## config.mk

```make
export PLATFORM = sky130hd
export DESIGN_NAME = ste_joy_top
export DESIGN_NICKNAME = d
export VERILOG_FILES = /design/src/verilog/ste_bus_pkg.sv /design/src/verilog/joypad_pkg.sv /design/src/verilog/joy_out_latch.sv /design/src/verilog/joypad_port.sv /design/src/verilog/joy_read_mux.sv /design/src/verilog/ste_joy_top.sv
export SDC_FILE = /design/constraint.sdc
export NUM_CORES = 1
export LEC_CHECK = 0
export BUFFER_PORTS_ARGS = -buffer_cell sky130_fd_sc_hd__buf_2
export CAP_MARGIN = 25
export CORE_MARGIN = 3
export CORE_UTILIZATION = 38
export CTS_CLUSTER_SIZE = 20
export DETAILED_ROUTE_END_ITERATION = 8
export HOLD_SLACK_MARGIN = 0.1
export PLACE_DENSITY = 0.84
export SLEW_MARGIN = 20
export SYNTH_ARGS = -nofsm -noshare
export SYNTH_HDL_FRONTEND = slang
export SYNTH_SLANG_ARGS = --single-unit
```

## constraint.sdc

```tcl
create_clock -name clk_32 -period 1.38 [get_ports clk_32]
set_input_delay 0.069 -clock clk_32 [delete_from_list [all_inputs] [get_ports clk_32]]
set_output_delay 0.069 -clock clk_32 [all_outputs]
set_load 0.02 [all_outputs]
```

## src/verilog/ste_bus_pkg.sv

```systemverilog
// CPU bus types and the decoded joystick register strobes, imported by the joypad port block
`default_nettype none

package ste_bus_pkg;

	// 68000 data bus as seen by the joystick registers
	typedef logic [15:0] cpu_word_t;

	// byte lane, used for the select latch and the select pins
	typedef logic [7:0] cpu_byte_t;

	// decoded register strobes coming from the address decoder
	typedef struct packed {
		// write pulse to the select latch
		logic joywl;
		// select pin output enable
		logic joywe_n;
		// read of the low data byte
		logic joyrl_n;
		// read of the high data byte
		logic joyrh_n;
		// read of the fire buttons
		logic button_n;
	} joy_strobes_t;

	// bus value when nothing drives it, the pull-ups win
	localparam cpu_word_t IDLE_WORD = 16'hffff;

endpackage

`default_nettype wire

```

## src/verilog/joypad_pkg.sv

```systemverilog
// joypad matrix types, the per-port result and the port count for the STe joypad ports
`default_nettype none

package joypad_pkg;

	// number of extended joypad ports, fixed by the read word layout
	localparam int N_JOY_PORTS = 2;

	// key matrix geometry
	localparam int N_JOY_ROWS = 4;
	localparam int ROW_BITS   = 8;

	typedef logic [3:0] nibble_t;

	// four rows of 8 columns, row r at bits 8r+7..8r
	typedef logic [N_JOY_ROWS*ROW_BITS-1:0] key_matrix_t;

	// one bit per fire button
	typedef logic [1:0] fire_t;

	// state of one joypad, a set bit means pressed
	typedef struct packed {
		key_matrix_t keys;
		fire_t       fire;
	} joypad_state_t;

	// what a port returns to the read path, all active low
	typedef struct packed {
		nibble_t lo_n;
		nibble_t hi_n;
		fire_t   buttons_n;
	} port_result_t;

	// read mux bus state
	typedef enum logic {
		IDLE  = 1'b0,
		DRIVE = 1'b1
	} state_t;

endpackage

`default_nettype wire

```

## src/verilog/joy_out_latch.sv

```systemverilog
// CPU-written select latch that the top level instantiates to drive the row selects of both ports
`timescale 1ns/100ps
`default_nettype none

module joy_out_latch
	import ste_bus_pkg::*;
(
	input  wire               clk_32,
	input  wire               xsint,
	input  wire joy_strobes_t strobes_i,
	input  wire cpu_byte_t    cpu_data_i,
	output cpu_byte_t         select_o
);

	cpu_byte_t select_q;

	// byte written by the CPU where all ones selects no row
	always_ff @(posedge clk_32 or negedge xsint) begin
		if (!xsint) begin
			select_q <= '1;
		end else if (strobes_i.joywl) begin
			select_q <= cpu_data_i;
		end
	end

	// pins float high while the output enable is off
	assign select_o = strobes_i.joywe_n ? cpu_byte_t'('1) : select_q;

	// write data must be clean when it is captured
	a_wr_data_known: assert property (
		@(posedge clk_32) disable iff (!xsint)
		strobes_i.joywl |-> !$isunknown(cpu_data_i)
	);

endmodule

`default_nettype wire

```

## src/verilog/joypad_port.sv

```systemverilog
// one STe joypad port, scans the key matrix and fire buttons through the active-low row selects
`timescale 1ns/100ps
`default_nettype none

module joypad_port
	import joypad_pkg::*;
(
	input  wire nibble_t       select_i,
	input  wire                ste_mode_i,
	input  wire joypad_state_t joy_i,
	output port_result_t       result_o
);

	key_matrix_t keys;
	fire_t       fire;
	nibble_t     row_sel;
	nibble_t     lo_hit;
	nibble_t     hi_hit;
	fire_t       btn_hit;

	// with the port not in STe mode the pad looks released
	assign keys = ste_mode_i ? joy_i.keys : '0;
	assign fire = ste_mode_i ? joy_i.fire : '0;

	// a low select pin enables its row
	assign row_sel = ~select_i;

	// wired-AND of all selected rows onto the column lines
	always_comb begin
		lo_hit = '0;
		hi_hit = '0;
		for (int r = 0; r < N_JOY_ROWS; r++) begin
			if (row_sel[r]) begin
				lo_hit = lo_hit | keys[ROW_BITS*r +: 4];
				hi_hit = hi_hit | keys[ROW_BITS*r+4 +: 4];
			end
		end
	end

	// fire j only shows while row j is selected
	assign btn_hit = fire & row_sel[1:0];

	assign result_o = '{
		lo_n:      ~lo_hit,
		hi_n:      ~hi_hit,
		buttons_n: ~btn_hit
	};

endmodule

`default_nettype wire

```

## src/verilog/joy_read_mux.sv

```systemverilog
// read-back path that the top level instantiates to build the registered CPU read word
`timescale 1ns/100ps
`default_nettype none

module joy_read_mux
	import ste_bus_pkg::*;
	import joypad_pkg::*;
(
	input  wire               clk_32,
	input  wire               xsint,
	input  wire joy_strobes_t strobes_i,
	input  wire port_result_t ports_i [N_JOY_PORTS],
	output cpu_word_t         rd_data_o
);

	cpu_word_t word_d;
	logic      rd_any;
	state_t    state_q;
	state_t    state_d;

	// any of the three read strobes
	assign rd_any = ~(strobes_i.joyrl_n & strobes_i.joyrh_n & strobes_i.button_n);

	always_comb begin
		state_d = state_q;
		case (state_q)
			IDLE: begin
				if (rd_any) begin
					state_d = DRIVE;
				end
			end
			DRIVE: begin
				if (!rd_any) begin
					state_d = IDLE;
				end
			end
			default: state_d = IDLE;
		endcase
	end

	// sources are ANDed onto the bus starting from the pull-up value
	always_comb begin
		word_d = IDLE_WORD;
		for (int k = 0; k < N_JOY_PORTS; k++) begin
			// one low byte nibble per port
			if (!strobes_i.joyrl_n) begin
				word_d[4*k +: 4] = word_d[4*k +: 4] & ports_i[k].lo_n;
			end
			// high byte
			if (!strobes_i.joyrh_n) begin
				word_d[8+4*k +: 4] = word_d[8+4*k +: 4] & ports_i[k].hi_n;
			end
			// fire buttons share the low nibble of the word
			if (!strobes_i.button_n) begin
				word_d[2*k +: 2] = word_d[2*k +: 2] & ports_i[k].buttons_n;
			end
		end
	end

	always_ff @(posedge clk_32 or negedge xsint) begin
		if (!xsint) begin
			state_q   <= IDLE;
			rd_data_o <= IDLE_WORD;
		end else begin
			state_q   <= state_d;
			rd_data_o <= word_d;
		end
	end

	// an idle bus always reads as pull-ups
	a_idle_word: assert property (
		@(posedge clk_32) disable iff (!xsint)
		(state_q == IDLE) |-> (rd_data_o == IDLE_WORD)
	);

endmodule

`default_nettype wire

```

## src/verilog/ste_joy_top.sv

```systemverilog
// top level of the STe extended joystick ports, select latch, two joypad ports and the read mux
`timescale 1ns/100ps
`default_nettype none

module ste_joy_top
	import ste_bus_pkg::*;
	import joypad_pkg::*;
(
	input  wire                clk_32,
	input  wire                xsint,
	input  wire joy_strobes_t  strobes_i,
	input  wire cpu_byte_t     cpu_data_i,
	input  wire                ste_mode_i,
	input  wire joypad_state_t joy_i [N_JOY_PORTS],
	output cpu_word_t          rd_data_o
);

	// select pins, nibble k drives port k
	cpu_byte_t    select;

	// per-port column and button lines
	port_result_t port_res [N_JOY_PORTS];

	joy_out_latch u_latch (
		.clk_32     ( clk_32     ),
		.xsint      ( xsint      ),
		.strobes_i  ( strobes_i  ),
		.cpu_data_i ( cpu_data_i ),
		.select_o   ( select     )
	);

	// port k reads joystick k
	for (genvar k = 0; k < N_JOY_PORTS; k++) begin : g_port
		joypad_port u_port (
			.select_i   ( select[4*k +: 4] ),
			.ste_mode_i ( ste_mode_i       ),
			.joy_i      ( joy_i[k]         ),
			.result_o   ( port_res[k]      )
		);
	end

	joy_read_mux u_rmux (
		.clk_32    ( clk_32    ),
		.xsint     ( xsint     ),
		.strobes_i ( strobes_i ),
		.ports_i   ( port_res  ),
		.rd_data_o ( rd_data_o )
	);

endmodule

`default_nettype wire

```

==> Word level (Yosys, flattened, before mapping) <==
Cells that the tools add are included.
{ "word_totals": {"ff_bits": 24, "inputBits": 84, "output_inout_bits": 16, "word_cells": 53} }
{ "op_classes": {"n_mux": 27, "bitwise_logic": 24} }
{ "ops": {"columns": ["op", "count"], "rows": [
  ["two-way mux 4 bit", 20],
  ["two-way mux 32 bit", 2],
  ["bitwise OR 4 bit", 12],
  ["NOT 4 bit", 6],
  ["bitwise AND 2 bit", 4],
  ["two-way mux 2 bit", 4],
  ["two-way mux 8 bit", 1],
  ["NOT 2 bit", 2]
]} }

==> Longest topological paths before layout <==
Gate-level depths: netlist (run 1).
{ "logic_depth": {"word_depth": 13, "depth_mapped": 3, "ltp_nobuf": 3} }

==> Hierarchy <==
A second synthesis (run 1) with hierarchy kept.
{ "hier_totals": {"cells_unflattened": 143, "area_unflattened_um2": 1627.8} }
{ "modules_own_cells": {"columns": ["mod", "instances", "cells_per_inst", "area_each_um2", "seq_area_each_um2"], "rows": [
  ["joypad_port", 2, 43, 352.8, 0.0],
  ["joy_read_mux", 1, 32, 530.5, 420.4],
  ["joy_out_latch", 1, 25, 391.6, 210.2]
]} }

==> Worst setup path before layout (run 1) <==
OpenSTA, ideal clock, no wires.
{ "synth_timing": {"path_type": "reg-to-reg", "startpoint": "register u_latch.select_q[1]", "endpoint": "register u_rmux.rd_data_o[1]", "setup_ns": 0.081, "t_arrival_ns": 1.114, "t_required_ns": 1.299, "slack_ns": 0.185, "path_stages_with_launch": 4, "path_buffers": 0, "period_less_slack_ns": 1.195, "cell_sequence": "dfstp_2 > inv_2 > a2111o_1 > a32oi_1"} }
{ "synth_between": {"elab_chain_cells": 11, "elab_cells_between_ends": 13, "cone_classes": "mux (6); bitwise (7)"} }
{ "synth_lines": {"columns": ["element", "line", "source"], "rows": [
  ["from (decl)", "joy_out_latch.sv:15", "cpu_byte_t select_q;"],
  ["from (signal assigned)", "joy_out_latch.sv:22", "select_q <= cpu_data_i;"],
  ["two-way mux 8 bit *", "joy_out_latch.sv:27", "assign select_o = strobes_i.joywe_n ? cpu_byte_t'('1) : select_q;"],
  ["NOT 4 bit *", "joypad_port.sv:26", "assign row_sel = ~select_i;"],
  ["two-way mux 4 bit", "joypad_port.sv:33", "if (row_sel[r]) begin"],
  ["bitwise OR 4 bit", "joypad_port.sv:34", "lo_hit = lo_hit | keys[ROW_BITS*r +: 4];"],
  ["two-way mux 4 bit", "joypad_port.sv:33", null],
  ["bitwise OR 4 bit", "joypad_port.sv:34", null],
  ["two-way mux 4 bit", "joypad_port.sv:33", null],
  ["NOT 4 bit", "joypad_port.sv:44", "lo_n: ~lo_hit,"],
  ["two-way mux 4 bit", "joy_read_mux.sv:46", "if (!strobes_i.joyrl_n) begin"],
  ["bitwise AND 2 bit", "joy_read_mux.sv:55", "word_d[2*k +: 2] = word_d[2*k +: 2] & ports_i[k].buttons_n;"],
  ["two-way mux 2 bit *", "joy_read_mux.sv:54", "if (!strobes_i.button_n) begin"],
  ["net u_rmux.word_d[1]", "joy_read_mux.sv:16", "cpu_word_t word_d;"],
  ["to (signal assigned)", "joy_read_mux.sv:66", "rd_data_o <= word_d;"],
  ["to (decl)", "joy_read_mux.sv:13", "output cpu_word_t rd_data_o"]
]} }
The timed path passes the listed nets; every way through them passes the cells marked *.
A chain may end at the register's enable or synchronous reset.

==> Worst setup path after layout (run 1) <==
{ "layout_timing": {"startpoint": "register u_latch.select_q[3]", "endpoint": "register u_rmux.rd_data_o[1]"} }
{ "layout_between": {"elab_chain_cells": 7} }
{ "layout_lines": {"columns": ["element", "line"], "rows": [
  ["two-way mux 8 bit *", "joy_out_latch.sv:27"],
  ["NOT 4 bit *", "joypad_port.sv:26"],
  ["two-way mux 4 bit *", "joypad_port.sv:33"],
  ["NOT 4 bit *", "joypad_port.sv:44"],
  ["two-way mux 4 bit *", "joy_read_mux.sv:46"],
  ["bitwise AND 2 bit", "joy_read_mux.sv:55"],
  ["two-way mux 2 bit *", "joy_read_mux.sv:54"],
  ["net u_rmux.word_d[1]", "joy_read_mux.sv:16"]
]} }
Marked as above.

==> results of run 1 <==
area by class of cell:
class                   instances  area [sq um]  area share, %
flip-flops and latches         24         630.6          30.32
clock buffers                   4         36.28          1.745
multi-input cells              75         524.3          25.21
repair buffers                130         805.8          38.75
inverters                       8         30.03          1.444
well taps                      42         52.55          2.527
sequential cells by signal, summed over array words and instances, names as in the netlist:
register / count
u_latch.select_q: 8
u_rmux.rd_data_o: 16
report_power, final:
group	internal, mW	switching (mW)	total (mW)
combinational	0.235	0.221	0.456
sequential	0.779	0.0237	0.803
clock	0.161	0.202	0.363
total	1.17	0.447	1.62
what timing repair did:
action	CTS	global route
gates resized for setup	0	1
endpoints found under the hold margin	48	1
hold buffers	29	1
endpoints found under the setup margin	0	4
cells in the mapped netlist, drive strengths merged:
cell type,instances
clkinv,2
nor2b,12
inv,6
a2111o,4
nand2,8
buf,1
a211o,12
dfstp,24
nand2b,1
clkbuf,2
a22oi,24
a32oi,4
nor2,2
o21ai,8
logic make-up after synthesis:
kind of cell | Yosys count
flip-flops | 24
AO/OA/AOI/OAI | 52
AND/OR/NAND/NOR | 23
buffers and inverters | 11
stage by stage:
stage / util [%] / hold slack [ps] / std cells / power, mW / area [sq um]
2_1_floorplan: - / -78.84 / 110 / 0.9972 / 1196
3_3_place_gp: 60.50 / 234.7 / 249 / 1.188 / 1740
3_5_place_dp: 60.50 / 240.5 / 249 / 1.197 / 1740
4_1_cts: 71.86 / 100.8 / 282 / 1.625 / 2067
5_1_grt: 72.29 / 121.9 / 283 / 1.715 / 2079
6_report: 72.29 / 118.5 / 283 / 1.622 / 2079
worst max path at each step:
stage / to
3_3_place_gp: u_rmux.rd_data_o[15]
6_report: u_rmux.rd_data_o[1]
4_1_cts: u_rmux.rd_data_o[1]
2_1_floorplan: u_rmux.rd_data_o[1]
5_1_grt: u_rmux.rd_data_o[13]
3_5_place_dp: u_rmux.rd_data_o[1]
critical path: cells and delay by family, from the launching register on:
family	cells	cell delay [ps]
and+or+nand+nor	1	70
AOI/OAI and AO/OA	2	580
DFF	1	610
routing by layer:
layer | wire [um] | part of all wire, % | vias up | GRT usage (%)
met5 | 0 | 0 | - | 0
met4 | 253 | 5.6 | 0 | 11.88
met3 | 342 | 7.5 | 22 | 5.405
met2 | 2365 | 52 | 84 | 41.26
met1 | 1587 | 35 | 670 | 26.06
li1 | - | - | 689 | -
==> results.toml, run 1 <==
[cts]
clk_pin_slew_worst_paths_ps = 130
clock_path_buffers = 2
cts_tree = "built"
cts-buffers-inserted = 3
clkLatencyLatePin_ps = 310
post_cts_buffers = 0
cts_max_level = 1
clockRootBuffer = "clkbuf_4"
cts_sinks = 24

[logic_synthesis]
synth_top_family_by_area = "compound AO/OA/AOI/OAI gates"
avgSynthCellArea_sq_um = 10.87
syn-cell-area_sq_um = 1196
synth_xor_area_share_pct = 0
yosysTopAreaCell = "dfstp_2"
yosysTopAreaCellShare_pct = 52.72
synth_cell_types = 15
synthTopCellsByArea = "dfstp_2 (53%), a22oi_1 (15%), a211o_1 (8.8%)"
synthMuxAreaShare_pct = 0
syn_inst = 110
synthAdderAreaFrac_pct = 0
yosys.area_share.simple_pct = 9.937
yosys_warnings = 0
yosysSeqAreaShare_pct = 52.72
synth_compound_gate_area_share_pct = 33.89
yosys_register_bits = 24
synth_fp_nets = 194

[power]
p_per_area_nw_per_um2 = 779.9
p_leak_nw = 0.9641
ir_drop_mv = 0.4791

[layout]
final_cell_mix = "buf_2 (98), dlygate4sd3_1 (30), a22oi_1 (24), dfstp_2 (24)"
area_growth_pct = 73.85
fillers = 227
final_common_cell = "buf_2"
diodes = 0
nets = 326
drive_above_1_share_pct = 55.19

[timing]
tns_ps = 0
grt_setup_unrepaired = "false"
tightest_slew_ps = 512.4
setup_viol_count_final = 0
hold_violations = 0
finalCritPeriodShare_pct = 97.05
clock_skew_ps = 8.715
timing.final.ws_setup_ps = 40.71
timing.fmax_ghz = 0.7467
slew_headroom_pct = 65.84
drv_slew = 0
period_needed_ps = 1339

[place]
gp_congestion = 0.8781
hpwlAfterDp_um = 3178
io_buffer_count = 99
place_worst_setup_slack_ps = 103.1

[global_route]
antenna_found_initial = 0
grt_pass1_wl_um = 7176
grt_overflow = 0
grt_pass1_vias = 1564
grt_use_total_pct = 23.31
grt_max_degree = 25

[drt]
firstDrtPassIters = 4
routed_wl_um = 4549
wl_per_cell_um = 16.07
antenna_left = 0
vias = 1465
drc = 0
vias_per_cell = 5.177
drt_iter0_markers = 55

[floorplanning]
coreArea_sq_um = 2877
num_rows = 19
io_pins = 100
die_h_um = 62.11
dieWidth_um = 62.11
start_util_pct = 41.58
dieArea_sq_um = 3857

[hold_path]
min-delay-start = "joy_i[46]"
hp-class = "in2reg"
hold_depth = 4
min_to = "u_rmux.rd_data_o[2]"

[worst_setup_path]
rr_startpoint = "u_latch.select_q[3]"
crit_path_end_kind = "flip-flop"
path_class = "reg2reg"
worstPathArrival_ps = 1580
worst-path-max-fanout = 5
max_stage_delay_ps = 610
r2r_end = "u_rmux.rd_data_o[1]"
path_cells = "nor2b_1 -> a2111o_1 -> a32oi_1"
rr_worst_depth = 3
cpMaxStageDelayCell = "dfstp_2"
startpoint = "u_latch.select_q[3]"
r2r_slack_ps = 40
start_kind = "flip-flop"
crit_required_ps = 1620

[job]
maxCapViolCount = 0

[status]
status = "complete, no violations"
(Power assumes the default switching activity.)
==> run 2, diff against run 1 <==
Settings changed: ABC_CLOCK_PERIOD_IN_PS set to 1380, CELL_PAD_IN_SITES_DETAIL_PLACEMENT set to 1, CELL_PAD_IN_SITES_GLOBAL_PLACEMENT set to 2, CORE_UTILIZATION 38 to 20.
==> run 2 against run 1 <==
Effect of this change: total power increased by 14%; combinational power decreased by 6.6%; global-route usage decreased by 9.7 points; clock power increased by 72%; critical path depth unchanged; die area increased by 80%; register-to-register slack improved by 20 ps; cell count increased by 6.0%; critical path type unchanged.
==> results.toml, run 2 (synthesized netlist as in run 1, its figures left out) <==
[status]
status = "complete, no violations"

[timing]
clock_skew_ps = 2.546
finalCritPeriodShare_pct = 95.32
tightest_slew_ps = 532.5
timing.fmax_ghz = 0.7602
drv_slew = 0
setup_viol_count_final = 0
period_needed_ps = 1315
grt_setup_unrepaired = "false"
slew_headroom_pct = 64.50
hold_violations = 0
tns_ps = 0

[place]
dp.cells = 279
hpwlAfterDp_um = 3684
place_area_sq_um = 1778
io_buffer_count = 99
gp_congestion = 0.6789

[floorplanning]
dieWidth_um = 83.34
io_pins = 100
num_rows = 27
start_util_pct = 21.20
dieArea_sq_um = 6945
die_h_um = 83.34
coreArea_sq_um = 5642

[worst_setup_path]
path_cells = "inv_2 -> a2111o_1 -> a32oi_1"
cpMaxStageDelayCell = "dfstp_2"
max_stage_delay_ps = 540
worst-path-max-fanout = 9
start_kind = "flip-flop"
crit_required_ps = 1570
path_class = "reg2reg"
crit_path_end_kind = "flip-flop"
worstPathArrival_ps = 1500

[drt]
routed_wl_um = 4678
vias = 1343
drt_iter0_markers = 38
antenna_left = 0
firstDrtPassIters = 4
vias_per_cell = 4.477
drc = 0
wl_per_cell_um = 15.59

[layout]
area_growth_pct = 69.14
diodes = 0
final_util_pct = 35.86
largestRegisters = "u_rmux.rd_data_o (16), u_latch.select_q (8)"
finalNonFillerCells = 300
final_cell_mix = "buf_2 (99), a22oi_1 (24), dfstp_2 (24), dlygate4sd3_1 (17)"
largest_reg_flops = 16
fin_area_sq_um = 2023
fillers = 697
final_common_cell = "buf_2"
regMostFlops = "u_rmux.rd_data_o"
nets = 313
drive_above_1_share_pct = 58.77

[cts]
cts_tree = "built"
cts-buffers-inserted = 3
cts_sinks = 24
cts_max_level = 1
clkLatencyLatePin_ps = 270
clk_pin_slew_worst_paths_ps = 90
clockRootBuffer = "clkbuf_8"
clock_path_buffers = 2

[power]
p_leak_nw = 0.9295
ir_drop_mv = 0.5981
p_per_area_nw_per_um2 = 915.4
power_mw = 1.852

[global_route]
grt_pass1_vias = 1516
antenna_found_initial = 0
grt_use_total_pct = 13.56
grt_max_degree = 25
grt_pass1_wl_um = 7541
grt_overflow = 0

[hold_path]
hp-class = "in2async"

[job]
maxCapViolCount = 0
run 2: report_power, final:
part,switching [mW],internal [mW]
sequential,0.0226,0.779
clock,0.237,0.388
combinational,0.215,0.211
run 2: area by class of cell:
type	instances	area, sq um	share of cell area, %
clock buffer	3	41.29	2.041
timing repair buffer	117	673.1	33.27
tap	72	90.09	4.453
multi-input combinational	75	524.3	25.91
clock inverter	1	30.03	1.484
inverter	8	33.78	1.670
sequential	24	630.6	31.17
run 2: worst paths after layout:
kind	from	end	cells after the start	slack, ps
max	u_latch.select_q[0]	u_rmux.rd_data_o[3]	3	60
min	xsint	u_rmux.rd_data_o[5]	1	110
max reg2reg	u_latch.select_q[0]	u_rmux.rd_data_o[3]	3	60
min reg2reg	u_latch.select_q[1]	u_rmux.rd_data_o[1]	2	620
max in group asynchronous	xsint	u_rmux.rd_data_o[15]	1	1240
min in group clk_32	strobes_i[4]	u_latch.select_q[2]	3	130
run 2: routing by layer:
metal | share of wire [%] | up-vias | global-route usage [%]
met1 | 40 | 637 | 16.35
met2 | 55 | 41 | 25.07
met4 | 0.32 | 0 | 1.337
met5 | 0 | - | 0
li1 | - | 663 | -
met3 | 5.2 | 2 | 3.274
run 2: through the flow:
| step | worst slack (ps) | hold slack, ps |
|---|---|---|
| after detailed placement | 67.57 | 250.5 |
| final | 64.60 | 105.1 |
| after CTS | 36.84 | 135.4 |
| after global routing | 10.12 | 147.8 |
| after floorplan | 185.2 | -78.84 |
| after global placement | 77.55 | 243.5 |
run 2: critical path, delay by kind of cell (launching register included):
family,cells,cell delay (ps)
compound gates,2,610
buf+inv,1,80
flops,1,540
run 2: timing repair:
| item | 4_1_cts | 5_1_grt |
|---|---|---|
| setup buffers | 0 | 0 |
| endpoints found under the hold margin | 16 | 0 |
| hold buffers | 17 | 0 |
| setup endpoints to repair | 0 | 2 |
| gates resized for setup | 0 | 1 |
==> run 3, diff against run 2 <==
Settings changed: PLACE_DENSITY 0.84 to 0.85.
==> run 3 against run 2 <==
Effect of this change: die area stayed put; sequential share of layout area increased by 0.47 points; critical path depth unchanged; non-clock buffer count did not move; largest power group unchanged.
==> results.toml, run 3 (synthesized netlist as in run 1, its figures left out) <==
[worst_setup_path]
path_cells = "inv_2 -> a2111o_1 -> a32oi_1"
worstPathArrival_ps = 1480
rr_worst_depth = 3
path_class = "reg2reg"
crit_path_end_kind = "flip-flop"
crit_required_ps = 1560
worst-path-max-fanout = 9
critPathTopFamily = "compound AO/OA/AOI/OAI gates"
rr_startpoint = "u_latch.select_q[0]"
start_kind = "flip-flop"
max_stage_delay_ps = 540
cpMaxStageDelayCell = "dfstp_2"
critPathBufInv = 1
r2r_slack_ps = 80
r2r_end = "u_rmux.rd_data_o[3]"

[global_route]
grt_overflow = 0
gr-usage-met3_pct = 3.373
antenna_found_initial = 0
grt_pass1_wl_um = 7410
grt_max_degree = 25
use_met2_pct = 23.47
grt_pass1_vias = 1489
grt.busiest_layer = "met2"
grtUsageMet1_pct = 16.36
grt_use_total_pct = 13.36

[timing]
tns_ps = 0
finalCritPeriodShare_pct = 93.97
timing.fmax_ghz = 0.7711
setup_viol_count_final = 0
tightest_slew_ps = 560.7
drv_slew = 0
period_needed_ps = 1297
slew_headroom_pct = 62.62
hold_violations = 0
clock_skew_ps = 5.156
grt_setup_unrepaired = "false"

[drt]
routed_wl_um = 4661
antenna_left = 0
wl_per_cell_um = 15.59
vias = 1340
drt_iter0_markers = 15
firstDrtPassIters = 4
drc = 0
vias_per_cell = 4.482

[cts]
clk_pin_slew_worst_paths_ps = 90
cts-buffers-inserted = 3
cts_max_level = 1
clkLatencyLatePin_ps = 260
cts_tree = "built"
cts_sinks = 24
post_cts_buffers = 0
clockRootBuffer = "clkbuf_8"
clock_path_buffers = 2

[floorplanning]
dieWidth_um = 83.34
dieArea_sq_um = 6945
io_pins = 100
num_rows = 27
coreArea_sq_um = 5642
start_util_pct = 21.20
die_h_um = 83.34

[place]
hpwlAfterDp_um = 3690
place_area_sq_um = 1778
gp_congestion = 0.6715
dp.cells = 279
io_buffer_count = 99

[layout]
drive_above_1_share_pct = 58.59
area_growth_pct = 66.63
largestRegisters = "u_rmux.rd_data_o (16), u_latch.select_q (8)"
final_common_cell = "buf_2"
largest_reg_flops = 16
diodes = 0
fin_area_sq_um = 1993
final_cell_mix = "buf_2 (99), a22oi_1 (24), dfstp_2 (24), dlygate4sd3_1 (17)"
regMostFlops = "u_rmux.rd_data_o"
finalNonFillerCells = 299
nets = 313
final_util_pct = 35.33

[power]
power_mw = 1.645
switching_share_pct = 27.98
clockPowerShare_pct = 25.3
switchingPower_uw = 460.3
p_leak_nw = 0.9154
pwr-share-comb_pct = 25.9
ir_drop_mv = 0.3245
p_per_area_nw_per_um2 = 825.4
p_int_mw = 1.185
pwr-share-seq_pct = 48.8

[hold_path]
hp-class = "in2async"

[status]
status = "complete, no violations"

[job]
maxCapViolCount = 0
-- run 3: worst max-delay path by stage --
stage                        start                   end  slack [ps]  cells past startpoint
2_1_floorplan  u_latch.select_q[1]   u_rmux.rd_data_o[1]         190                      3
3_3_place_gp   u_latch.select_q[0]   u_rmux.rd_data_o[3]         110                      3
3_5_place_dp   u_latch.select_q[0]   u_rmux.rd_data_o[3]          90                      3
4_1_cts        u_latch.select_q[4]  u_rmux.rd_data_o[14]          70                      3
5_1_grt        u_latch.select_q[0]   u_rmux.rd_data_o[3]          30                      3
6_report       u_latch.select_q[0]   u_rmux.rd_data_o[3]          80                      3
-- run 3: worst reg2reg max path, stage by stage (launching register included) --
cell,delay (ps)
dfstp_2,540
inv_2,80
a2111o_1,430
a32oi_1,170
-- run 3: repair_timing --
action,in CTS,in global routing
endpoints found under the hold margin,16,0
gates resized for setup,0,1
endpoints found under the setup margin,0,1
hold buffers,17,0
-- run 3: per-layer routing --
metal	share of wire, %	vias to the layer above
li1	-	659
met1	42	631
met2	51	46
met3	6.4	4
met4	0.67	0
met5	0	-
-- run 3: layout make-up --
cell class                 instances  area [sq um]
fill                             683          3649
timing repair buffer             117         673.1
sequential                        24         630.6
multi-input combinational         75         524.3
tap                               72         90.09
clock buffer                       3         41.29
inverter                           8         33.78
-- run 3: stage by stage --
stage	hold WS (ps)	worst slack, ps
finish	127.4	83.17
global route	157.6	32.95
CTS	133.9	72.04
detailed placement	247.7	93.15
global placement	246.2	106.3
floorplan	-78.84	185.2
-- run 3: power groups by stage --
stage	logic (mW)	clock network, mW	registers (mW)
after floorplan	0.158	0	0.839
after global placement	0.391	0	0.811
after detailed placement	0.396	0	0.812
after CTS	0.434	0.441	0.802
after global routing	0.477	0.467	0.809
final	0.426	0.417	0.802
